==> config.mk <==
export PLATFORM = sky130hd
export DESIGN_NAME = frontEnd
export DESIGN_NICKNAME = d
export VERILOG_FILES = /design/src/hw/mipsPkg.sv /design/src/hw/mainDecode.sv /design/src/hw/signalDecode.sv /design/src/hw/fetchUnit.sv /design/src/hw/frontEnd.sv
export SDC_FILE = /design/constraint.sdc
export NUM_CORES = 1
export LEC_CHECK = 0
export ABC_AREA = 1
export BUFFER_PORTS_ARGS = -buffer_cell sky130_fd_sc_hd__buf_2
export CAP_MARGIN = 20
export CORE_ASPECT_RATIO = 2
export CORE_UTILIZATION = 40
export CTS_CLUSTER_DIAMETER = 120
export DETAILED_ROUTE_END_ITERATION = 16
export PLACE_DENSITY = 0.6
export SYNTH_ARGS = -nofsm -noshare
export SYNTH_HDL_FRONTEND = slang
export SYNTH_SLANG_ARGS = --single-unit
==> constraint.sdc <==
create_clock -name clk -period 10.15 [get_ports clk]
set_input_delay 0.5075 -clock clk [delete_from_list [all_inputs] [get_ports clk]]
set_output_delay 0.5075 -clock clk [all_outputs]
set_load 0.01 [all_outputs]
==> src/hw/mipsPkg.sv <==
package mipsPkg;

	// architectural widths
	localparam int wordW = 32;
	localparam int regAddrW = 5;

	// boot vector in kseg1
	localparam logic [wordW-1:0] resetPc = 32'hBFC0_0000;

	// primary opcodes
	localparam logic [5:0] opSpecial = 6'h00;
	localparam logic [5:0] opJ       = 6'h02;
	localparam logic [5:0] opJal     = 6'h03;
	localparam logic [5:0] opBeq     = 6'h04;
	localparam logic [5:0] opBne     = 6'h05;
	localparam logic [5:0] opAddiu   = 6'h09;
	localparam logic [5:0] opSlti    = 6'h0A;
	localparam logic [5:0] opSltiu   = 6'h0B;
	localparam logic [5:0] opAndi    = 6'h0C;
	localparam logic [5:0] opOri     = 6'h0D;
	localparam logic [5:0] opXori    = 6'h0E;
	localparam logic [5:0] opLui     = 6'h0F;
	localparam logic [5:0] opLw      = 6'h23;
	localparam logic [5:0] opSw      = 6'h2B;

	// function codes under SPECIAL
	localparam logic [5:0] fnSll  = 6'h00;
	localparam logic [5:0] fnSrl  = 6'h02;
	localparam logic [5:0] fnSra  = 6'h03;
	localparam logic [5:0] fnJr   = 6'h08;
	localparam logic [5:0] fnAddu = 6'h21;
	localparam logic [5:0] fnSubu = 6'h23;
	localparam logic [5:0] fnAnd  = 6'h24;
	localparam logic [5:0] fnOr   = 6'h25;
	localparam logic [5:0] fnXor  = 6'h26;
	localparam logic [5:0] fnNor  = 6'h27;
	localparam logic [5:0] fnSlt  = 6'h2A;
	localparam logic [5:0] fnSltu = 6'h2B;

	// decoded operation, immediate forms map onto the register forms
	typedef enum logic [4:0] {
		ADDU, SUBU, AND, OR, XOR, NOR, SLT, SLTU,
		SLL, SRL, SRA, LUI, LW, SW,
		BEQ, BNE, J, JAL, JR, RESERVED
	} aluOpT;

	// one instruction word, three field layouts
	typedef union packed {
		struct packed {
			logic [5:0] op;
			logic [regAddrW-1:0] rs;
			logic [regAddrW-1:0] rt;
			logic [regAddrW-1:0] rd;
			logic [4:0] shamt;
			logic [5:0] funct;
		} rType;
		struct packed {
			logic [5:0] op;
			logic [regAddrW-1:0] rs;
			logic [regAddrW-1:0] rt;
			logic [15:0] imm;
		} iType;
		struct packed {
			logic [5:0] op;
			logic [25:0] target;
		} jType;
	} instrT;

endpackage

==> src/hw/mainDecode.sv <==
`timescale 1ns/1ps

module mainDecode (
	input mipsPkg::instrT instr,
	output mipsPkg::aluOpT aluOp,
	output logic regWrite,
	output logic memRead,
	output logic memWrite,
	output logic aluSrcImm,
	output logic zeroExt,
	output logic branch,
	output logic jump,
	output logic link,
	output logic [mipsPkg::regAddrW-1:0] srcRegA,
	output logic [mipsPkg::regAddrW-1:0] srcRegB,
	output logic [mipsPkg::regAddrW-1:0] destReg,
	output logic exceptionRi
);

	always_comb begin
		logic immAlu;
		// defaults describe a reserved instruction
		immAlu = 1'b0;
		aluOp = mipsPkg::RESERVED;
		exceptionRi = 1'b1;
		regWrite = 1'b0;
		memRead = 1'b0;
		memWrite = 1'b0;
		aluSrcImm = 1'b0;
		zeroExt = 1'b0;
		branch = 1'b0;
		jump = 1'b0;
		link = 1'b0;
		srcRegA = '0;
		srcRegB = '0;
		destReg = '0;
		case (instr.rType.op)
			mipsPkg::opSpecial: begin
				// register form, rd written by default
				exceptionRi = 1'b0;
				regWrite = 1'b1;
				srcRegA = instr.rType.rs;
				srcRegB = instr.rType.rt;
				destReg = instr.rType.rd;
				case (instr.rType.funct)
					mipsPkg::fnAddu: aluOp = mipsPkg::ADDU;
					mipsPkg::fnSubu: aluOp = mipsPkg::SUBU;
					mipsPkg::fnAnd:  aluOp = mipsPkg::AND;
					mipsPkg::fnOr:   aluOp = mipsPkg::OR;
					mipsPkg::fnXor:  aluOp = mipsPkg::XOR;
					mipsPkg::fnNor:  aluOp = mipsPkg::NOR;
					mipsPkg::fnSlt:  aluOp = mipsPkg::SLT;
					mipsPkg::fnSltu: aluOp = mipsPkg::SLTU;
					// shifts take only rt, amount from shamt
					mipsPkg::fnSll, mipsPkg::fnSrl, mipsPkg::fnSra: begin
						srcRegA = '0;
						if (instr.rType.funct == mipsPkg::fnSll)
							aluOp = mipsPkg::SLL;
						else if (instr.rType.funct == mipsPkg::fnSrl)
							aluOp = mipsPkg::SRL;
						else
							aluOp = mipsPkg::SRA;
					end
					mipsPkg::fnJr: begin
						// jump through rs, no writeback
						aluOp = mipsPkg::JR;
						jump = 1'b1;
						regWrite = 1'b0;
						srcRegB = '0;
						destReg = '0;
					end
					default: begin
						// unknown function code
						exceptionRi = 1'b1;
						regWrite = 1'b0;
						srcRegA = '0;
						srcRegB = '0;
						destReg = '0;
					end
				endcase
			end
			mipsPkg::opAddiu: begin
				aluOp = mipsPkg::ADDU;
				immAlu = 1'b1;
			end
			mipsPkg::opSlti: begin
				aluOp = mipsPkg::SLT;
				immAlu = 1'b1;
			end
			mipsPkg::opSltiu: begin
				aluOp = mipsPkg::SLTU;
				immAlu = 1'b1;
			end
			// logical immediates are zero extended
			mipsPkg::opAndi: begin
				aluOp = mipsPkg::AND;
				immAlu = 1'b1;
				zeroExt = 1'b1;
			end
			mipsPkg::opOri: begin
				aluOp = mipsPkg::OR;
				immAlu = 1'b1;
				zeroExt = 1'b1;
			end
			mipsPkg::opXori: begin
				aluOp = mipsPkg::XOR;
				immAlu = 1'b1;
				zeroExt = 1'b1;
			end
			mipsPkg::opLui: begin
				aluOp = mipsPkg::LUI;
				immAlu = 1'b1;
			end
			mipsPkg::opLw: begin
				aluOp = mipsPkg::LW;
				immAlu = 1'b1;
				memRead = 1'b1;
			end
			mipsPkg::opSw: begin
				// address from rs, store data from rt
				aluOp = mipsPkg::SW;
				exceptionRi = 1'b0;
				memWrite = 1'b1;
				aluSrcImm = 1'b1;
				srcRegA = instr.iType.rs;
				srcRegB = instr.iType.rt;
			end
			mipsPkg::opBeq, mipsPkg::opBne: begin
				aluOp = (instr.iType.op == mipsPkg::opBeq) ? mipsPkg::BEQ : mipsPkg::BNE;
				exceptionRi = 1'b0;
				branch = 1'b1;
				srcRegA = instr.iType.rs;
				srcRegB = instr.iType.rt;
			end
			mipsPkg::opJ: begin
				aluOp = mipsPkg::J;
				exceptionRi = 1'b0;
				jump = 1'b1;
			end
			mipsPkg::opJal: begin
				// return address goes to ra
				aluOp = mipsPkg::JAL;
				exceptionRi = 1'b0;
				jump = 1'b1;
				link = 1'b1;
				regWrite = 1'b1;
				destReg = 5'd31;
			end
			default: ;
		endcase
		// shared shape of immediate alu ops and loads
		if (immAlu) begin
			exceptionRi = 1'b0;
			regWrite = 1'b1;
			aluSrcImm = 1'b1;
			srcRegA = instr.iType.rs;
			destReg = instr.iType.rt;
		end
	end

	// reserved flag and reserved op come from separate paths above
	always_comb begin
		riMatch: assert final (exceptionRi == (aluOp == mipsPkg::RESERVED));
	end

endmodule

==> src/hw/signalDecode.sv <==
`timescale 1ns/1ps

module signalDecode (
	input logic clk,
	input logic rstN,
	input logic fetchValid,
	input mipsPkg::instrT fetchInstr,
	input logic [mipsPkg::wordW-1:0] fetchPc,
	input logic [mipsPkg::wordW-1:0] fetchPcPlus4,
	input logic fetchExc,
	input logic decReady,
	output logic fetchReady,
	output logic decValid,
	output logic [mipsPkg::wordW-1:0] decPc,
	output logic [mipsPkg::wordW-1:0] decPcPlus4,
	output mipsPkg::aluOpT decAluOp,
	output logic decRegWrite,
	output logic decMemRead,
	output logic decMemWrite,
	output logic decAluSrcImm,
	output logic decBranch,
	output logic decJump,
	output logic decLink,
	output logic [mipsPkg::regAddrW-1:0] decSrcRegA,
	output logic [mipsPkg::regAddrW-1:0] decSrcRegB,
	output logic [mipsPkg::regAddrW-1:0] decDestReg,
	output logic [4:0] decShamt,
	output logic [mipsPkg::wordW-1:0] decExtImm,
	output logic [mipsPkg::wordW-1:0] decPcBranch,
	output logic [mipsPkg::wordW-1:0] decPcJump,
	output logic [mipsPkg::regAddrW-1:0] decCp0Addr,
	output logic [2:0] decCp0Sel,
	output logic decExceptionRi,
	output logic decExceptionInstr
);

	mipsPkg::aluOpT aluOp;
	logic regWrite, memRead, memWrite, aluSrcImm, zeroExt;
	logic branch, jump, link, exceptionRi;
	logic [mipsPkg::regAddrW-1:0] srcRegA, srcRegB, destReg;
	logic [mipsPkg::wordW-1:0] extImm, pcBranch, pcJump;
	logic load;

	mainDecode mainDecode_inst (
		.instr(fetchInstr),
		.aluOp(aluOp),
		.regWrite(regWrite),
		.memRead(memRead),
		.memWrite(memWrite),
		.aluSrcImm(aluSrcImm),
		.zeroExt(zeroExt),
		.branch(branch),
		.jump(jump),
		.link(link),
		.srcRegA(srcRegA),
		.srcRegB(srcRegB),
		.destReg(destReg),
		.exceptionRi(exceptionRi)
	);

	// zero or sign extension of the 16-bit immediate
	assign extImm = zeroExt ? {16'h0000, fetchInstr.iType.imm}
		: {{16{fetchInstr.iType.imm[15]}}, fetchInstr.iType.imm};
	// branch offset counts words from the delay slot
	assign pcBranch = fetchPcPlus4 + {extImm[29:0], 2'b00};
	// jump stays inside the current 256 MB region
	assign pcJump = {fetchPcPlus4[31:28], fetchInstr.jType.target, 2'b00};

	// output register empty or draining this cycle
	assign fetchReady = !decValid || decReady;
	assign load = fetchValid && fetchReady;

	always_ff @(posedge clk) begin
		if (!rstN)
			decValid <= 1'b0;
		else if (fetchReady)
			decValid <= fetchValid;
	end

	// payload only moves on an accepted item
	always_ff @(posedge clk) begin
		if (load) begin
			decPc <= fetchPc;
			decPcPlus4 <= fetchPcPlus4;
			decAluOp <= aluOp;
			decRegWrite <= regWrite;
			decMemRead <= memRead;
			decMemWrite <= memWrite;
			decAluSrcImm <= aluSrcImm;
			decBranch <= branch;
			decJump <= jump;
			decLink <= link;
			decSrcRegA <= srcRegA;
			decSrcRegB <= srcRegB;
			decDestReg <= destReg;
			decShamt <= fetchInstr.rType.shamt;
			decExtImm <= extImm;
			decPcBranch <= pcBranch;
			decPcJump <= pcJump;
			// cp0 register number sits in rd, select in the low bits
			decCp0Addr <= fetchInstr.rType.rd;
			decCp0Sel <= fetchInstr[2:0];
			decExceptionRi <= exceptionRi;
			decExceptionInstr <= fetchExc;
		end
	end

	// stalled item held intact until the consumer takes it
	decHold: assert property (@(posedge clk) disable iff (!rstN)
		decValid && !decReady |=> decValid && $stable({decPc, decPcPlus4, decAluOp,
		decRegWrite, decMemRead, decMemWrite, decAluSrcImm, decBranch, decJump, decLink,
		decSrcRegA, decSrcRegB, decDestReg, decShamt, decExtImm, decPcBranch, decPcJump,
		decCp0Addr, decCp0Sel, decExceptionRi, decExceptionInstr}));

endmodule

==> src/hw/fetchUnit.sv <==
`timescale 1ns/1ps

module fetchUnit (
	input logic clk,
	input logic rstN,
	output logic wbCyc,
	output logic wbStb,
	output logic wbWe,
	output logic [mipsPkg::wordW-1:0] wbAdr,
	input logic [mipsPkg::wordW-1:0] wbDatI,
	input logic wbAck,
	input logic wbErr,
	output logic fetchValid,
	output mipsPkg::instrT fetchInstr,
	output logic [mipsPkg::wordW-1:0] fetchPc,
	output logic [mipsPkg::wordW-1:0] fetchPcPlus4,
	output logic fetchExc,
	input logic fetchReady
);

	// bus state, high while a read is outstanding
	logic busy;
	logic [mipsPkg::wordW-1:0] pc;
	logic [mipsPkg::wordW-1:0] pcNext;
	logic respond;
	logic bufFree;
	logic bufValid;

	assign pcNext = pc + 32'd4;
	// ack or err closes the cycle
	assign respond = busy && (wbAck || wbErr);
	// buffer empty now or handed over on this edge
	assign bufFree = !bufValid || fetchReady;

	// read-only master
	assign wbCyc = busy;
	assign wbStb = busy;
	assign wbWe = 1'b0;
	assign wbAdr = pc;

	always_ff @(posedge clk) begin
		if (!rstN) begin
			busy <= 1'b0;
			pc <= mipsPkg::resetPc;
		end else if (respond) begin
			// drop cyc for a cycle, step to next word
			busy <= 1'b0;
			pc <= pcNext;
		end else if (!busy && bufFree) begin
			busy <= 1'b1;
		end
	end

	// buffer is always empty while a read is outstanding
	always_ff @(posedge clk) begin
		if (!rstN)
			bufValid <= 1'b0;
		else if (respond)
			bufValid <= 1'b1;
		else if (fetchReady)
			bufValid <= 1'b0;
	end

	// captured word, zero on a bus error decodes as a nop
	always_ff @(posedge clk) begin
		if (respond) begin
			fetchInstr <= wbErr ? '0 : wbDatI;
			fetchPc <= pc;
			fetchPcPlus4 <= pcNext;
			fetchExc <= wbErr;
		end
	end

	assign fetchValid = bufValid;

	// address held until the slave answers
	adrHold: assert property (@(posedge clk) disable iff (!rstN)
		wbStb && !wbAck && !wbErr |=> wbStb && $stable(wbAdr));

	// offered item stays until decode takes it
	validHold: assert property (@(posedge clk) disable iff (!rstN)
		fetchValid && !fetchReady |=> fetchValid);

endmodule

==> src/hw/frontEnd.sv <==
`timescale 1ns/1ps

module frontEnd (
	input logic clk,
	input logic rstN,
	output logic wbCyc,
	output logic wbStb,
	output logic wbWe,
	output logic [mipsPkg::wordW-1:0] wbAdr,
	input logic [mipsPkg::wordW-1:0] wbDatI,
	input logic wbAck,
	input logic wbErr,
	input logic decReady,
	output logic decValid,
	output logic [mipsPkg::wordW-1:0] decPc,
	output logic [mipsPkg::wordW-1:0] decPcPlus4,
	output mipsPkg::aluOpT decAluOp,
	output logic decRegWrite,
	output logic decMemRead,
	output logic decMemWrite,
	output logic decAluSrcImm,
	output logic decBranch,
	output logic decJump,
	output logic decLink,
	output logic [mipsPkg::regAddrW-1:0] decSrcRegA,
	output logic [mipsPkg::regAddrW-1:0] decSrcRegB,
	output logic [mipsPkg::regAddrW-1:0] decDestReg,
	output logic [4:0] decShamt,
	output logic [mipsPkg::wordW-1:0] decExtImm,
	output logic [mipsPkg::wordW-1:0] decPcBranch,
	output logic [mipsPkg::wordW-1:0] decPcJump,
	output logic [mipsPkg::regAddrW-1:0] decCp0Addr,
	output logic [2:0] decCp0Sel,
	output logic decExceptionRi,
	output logic decExceptionInstr
);

	// fetch buffer to decode hand-off
	logic fetchValid, fetchReady, fetchExc;
	mipsPkg::instrT fetchInstr;
	logic [mipsPkg::wordW-1:0] fetchPc, fetchPcPlus4;

	fetchUnit fetchUnit_inst (
		.clk(clk),
		.rstN(rstN),
		.wbCyc(wbCyc),
		.wbStb(wbStb),
		.wbWe(wbWe),
		.wbAdr(wbAdr),
		.wbDatI(wbDatI),
		.wbAck(wbAck),
		.wbErr(wbErr),
		.fetchValid(fetchValid),
		.fetchInstr(fetchInstr),
		.fetchPc(fetchPc),
		.fetchPcPlus4(fetchPcPlus4),
		.fetchExc(fetchExc),
		.fetchReady(fetchReady)
	);

	signalDecode signalDecode_inst (
		.clk(clk),
		.rstN(rstN),
		.fetchValid(fetchValid),
		.fetchInstr(fetchInstr),
		.fetchPc(fetchPc),
		.fetchPcPlus4(fetchPcPlus4),
		.fetchExc(fetchExc),
		.decReady(decReady),
		.fetchReady(fetchReady),
		.decValid(decValid),
		.decPc(decPc),
		.decPcPlus4(decPcPlus4),
		.decAluOp(decAluOp),
		.decRegWrite(decRegWrite),
		.decMemRead(decMemRead),
		.decMemWrite(decMemWrite),
		.decAluSrcImm(decAluSrcImm),
		.decBranch(decBranch),
		.decJump(decJump),
		.decLink(decLink),
		.decSrcRegA(decSrcRegA),
		.decSrcRegB(decSrcRegB),
		.decDestReg(decDestReg),
		.decShamt(decShamt),
		.decExtImm(decExtImm),
		.decPcBranch(decPcBranch),
		.decPcJump(decPcJump),
		.decCp0Addr(decCp0Addr),
		.decCp0Sel(decCp0Sel),
		.decExceptionRi(decExceptionRi),
		.decExceptionInstr(decExceptionInstr)
	);

endmodule

==> metrics.yaml <==
logic_synthesis:
  syn_area_um2: 12800
  synthDistinctLibCells: 36
  synthArstFlopShare_pct: 0
  ys_ff_latch: 273
  yosys_warnings: 0
  avgSynthCellArea_um2: 9.72
  synthCells: 1321
  synth_ff_type: "edfxtp_1"
  ys_seq_area_share_pct: 61.3
  synth_edf_count: 240
grt:
  grt_max_degree: 65
  grt_pass1_wl_mm: 48.7
  antenna_found_initial: 0
  gr-total-overflow: 0
  first_global_vias: 9068
  grtUsageTotal_pct: 19.9
clocking:
  clock-sinks: 273
  post_cts_buffers: 0
  cts_hold_buf: 0
  path_clk_slew_ns: 0.08
  cts_tree: "built"
  clk_latency_ns: 0.55
  cts_resized: 0
  cts_max_level: 1
  cts_buffers: 25
  clock-root-buffer: "clkbuf_16"
  clock_path_buffers: 3
floorplanning:
  rows: 92
  die_y_um: 255
  initial_core_util_pct: 40.7
  coreArea_um2: 31500
  pin_count: 275
  fp.dieW_um: 129
  die_area_um2: 32900
final_layout:
  drive_gt1_share_pct: 21.4
  mostFrequentLayoutCells: "nand2_1 (362), buf_2 (263), edfxtp_1 (240)"
  finalNetCount: 1624
  fin_area_um2: 15100
  final_common_cell: "nand2_1"
  fillers: 3024
  synthToLayoutAreaGrowth_pct: 17.6
  diodes: 0
drt:
  first_pass_iters: 5
  highest_layer: "met4"
  drc_errors: 0
  ant_nets: 0
  via_per_inst: 4.61
  vias: 9207
  wl_per_cell_um: 16.2
  wl_met3_mm: 1.20
  drt_iter0_drc: 427
  m1WireLength_mm: 10.7
  finalWirelength_mm: 32.4
  wl_met2_mm: 18.6
critical_path:
  crit_buf_inv: 2
  path_max_fanout: 14
  cp_cell_sequence: "nor2_2 -> nand3_1 -> nand2_1 -> inv_1 -> ha_1 -> nand2_1 -> inv_1 -> a21oi_1 -> nand2_1 -> a21oi_1 -> nand2_1 -> nand2_1 -> nand2_1"
  required_ns: 10.45
  worstSetupPathType: "flip-flop to flip-flop"
  crit_slowest_cell: "ha_1"
  setup.worst_path.start_class: "flip-flop"
  arrival_ns: 3.35
  worstSetupEndpointType: "flip-flop"
  crit_family: "simple AND/OR/NAND/NOR gates"
  slowest_delay_ns: 0.45
  cp_common_cell: "nand2_1"
power:
  totalPowerFinal_mw: 2.53
  total_leakage_power_nw: 6.98
  peakVddDrop_uv: 140
  power_density_nw_per_um2: 168
timing:
  finalSetupViolCount: 0
  slew_viol_final: 0
  fmax_ghz: 0.328
  skew_ns: 0.0309
  rsz0062_at_grt: "no"
  relSlewSlack_pct: 46.3
  period_share_pct: 30.1
  fin_crit_ns: 3.05
  setup-tns-final_ns: 0
  tightest_slew_ns: 0.806
  finalHoldViolations: 0
worst_hold_path:
  hp-class: "input pin to flip-flop"
place:
  place_area_um2: 14300
  hpwl_mm: 25.4
  place.gp.congestion: 0.983
  numPortBuffers: 263
outcome:
  status: "completed"
run:
  maxCapViolCount: 0
-- routing by layer --
metal,track usage [%],vias to the layer above
met5,0,-
met1,18.3,4209
li1,-,4631
met3,2.09,94
met2,40.2,273
met4,11.8,0
-- through the flow --
step / hold WS, ns / setup slack, ns / util (%) / instances
5_1_grt: 0.230 / 6.80 / 47.9 / 1998
6_report: 0.236 / 7.10 / 47.9 / 1998
3_3_place_gp: 0.401 / 7.16 / 45.2 / 1952
2_1_floorplan: 0.400 / 2.77 / - / 1331
3_5_place_dp: 0.405 / 7.06 / 45.2 / 1952
4_1_cts: 0.213 / 7.04 / 47.9 / 1998
-- cell families after synthesis --
group	share of synthesized area, %
other cells	0.0292
buf+inv	10.8
compound gates	2.31
flops	61.3
simple gates	20.5
fa+ha+maj	3.08
xor+xnor	2.10
-- registers in the layout (all words and copies together) (netlist names), 2 cells and up --
signal and count:
signalDecode_inst.decPcJump 13, signalDecode_inst.decSrcRegB 5, signalDecode_inst.decCp0Addr 4, signalDecode_inst.decAluOp 5, signalDecode_inst.decExtImm 12, signalDecode_inst.decPcBranch 30
signalDecode_inst.decDestReg 5, signalDecode_inst.decPcPlus4 27, signalDecode_inst.decSrcRegA 5, signalDecode_inst.decCp0Sel 2, fetchUnit_inst.fetchPcPlus4 30, fetchUnit_inst.fetchPc 30
signalDecode_inst.decPc 30, fetchUnit_inst.fetchInstr 32, fetchUnit_inst.wbAdr 30
-- final cells by class --
type | instances | area [µm²] | area share, %
multi-input combinational | 754 | 3640 | 24.1
sequential | 273 | 7870 | 52.1
inverter | 234 | 881 | 5.83
tap | 423 | 529 | 3.50
timing repair buffer | 268 | 1350 | 8.96
clock inverter | 16 | 195 | 1.29
clock buffer | 30 | 644 | 4.27
-- worst min-delay path, delay by kind of cell --
family | cells | cell delay (ns)
buffers and inverters | 2 | 0.10
AND/OR/NAND/NOR | 1 | 0.07
-- cell usage after synthesis (7+ instances only) --
master    count  area, µm²
o22ai_1       7       43.8
nor2_2        8       50.1
nand3_1      74        370
nand2_1     362       1360
nand4_1      17        106
edfxtp_1    240       7210
nor3_1       11       55.1
a21oi_1      20        100
nor2_1      139        522
o21ai_0      11       55.1
inv_1       230        863
buf_4        61        458
ha_1         30        375
xor2_1       26        228
dfxtp_1      33        661
-- report_power, final --
part	leakage, nW	switching, mW	internal, mW
Sequential	2.43	0.0237	1.28
Combinational	4.14	0.173	0.0791
Clock	0.411	0.419	0.560
-- worst paths after layout --
| kind | from | end | slack [ns] | cells past startpoint |
|---|---|---|---|---|
| max | fetchUnit_inst.fetchInstr[30] | signalDecode_inst.decPcBranch[29] | 7.10 | 13 |
| min | wbDatI[2] | fetchUnit_inst.fetchInstr[2] | 0.24 | 3 |
| max reg2reg | fetchUnit_inst.fetchInstr[30] | signalDecode_inst.decPcBranch[29] | 7.10 | 13 |
| min reg2reg | fetchUnit_inst.fetchPc[23] | signalDecode_inst.decPc[23] | 0.42 | 0 |
Power figures use the tool's default switching activity.
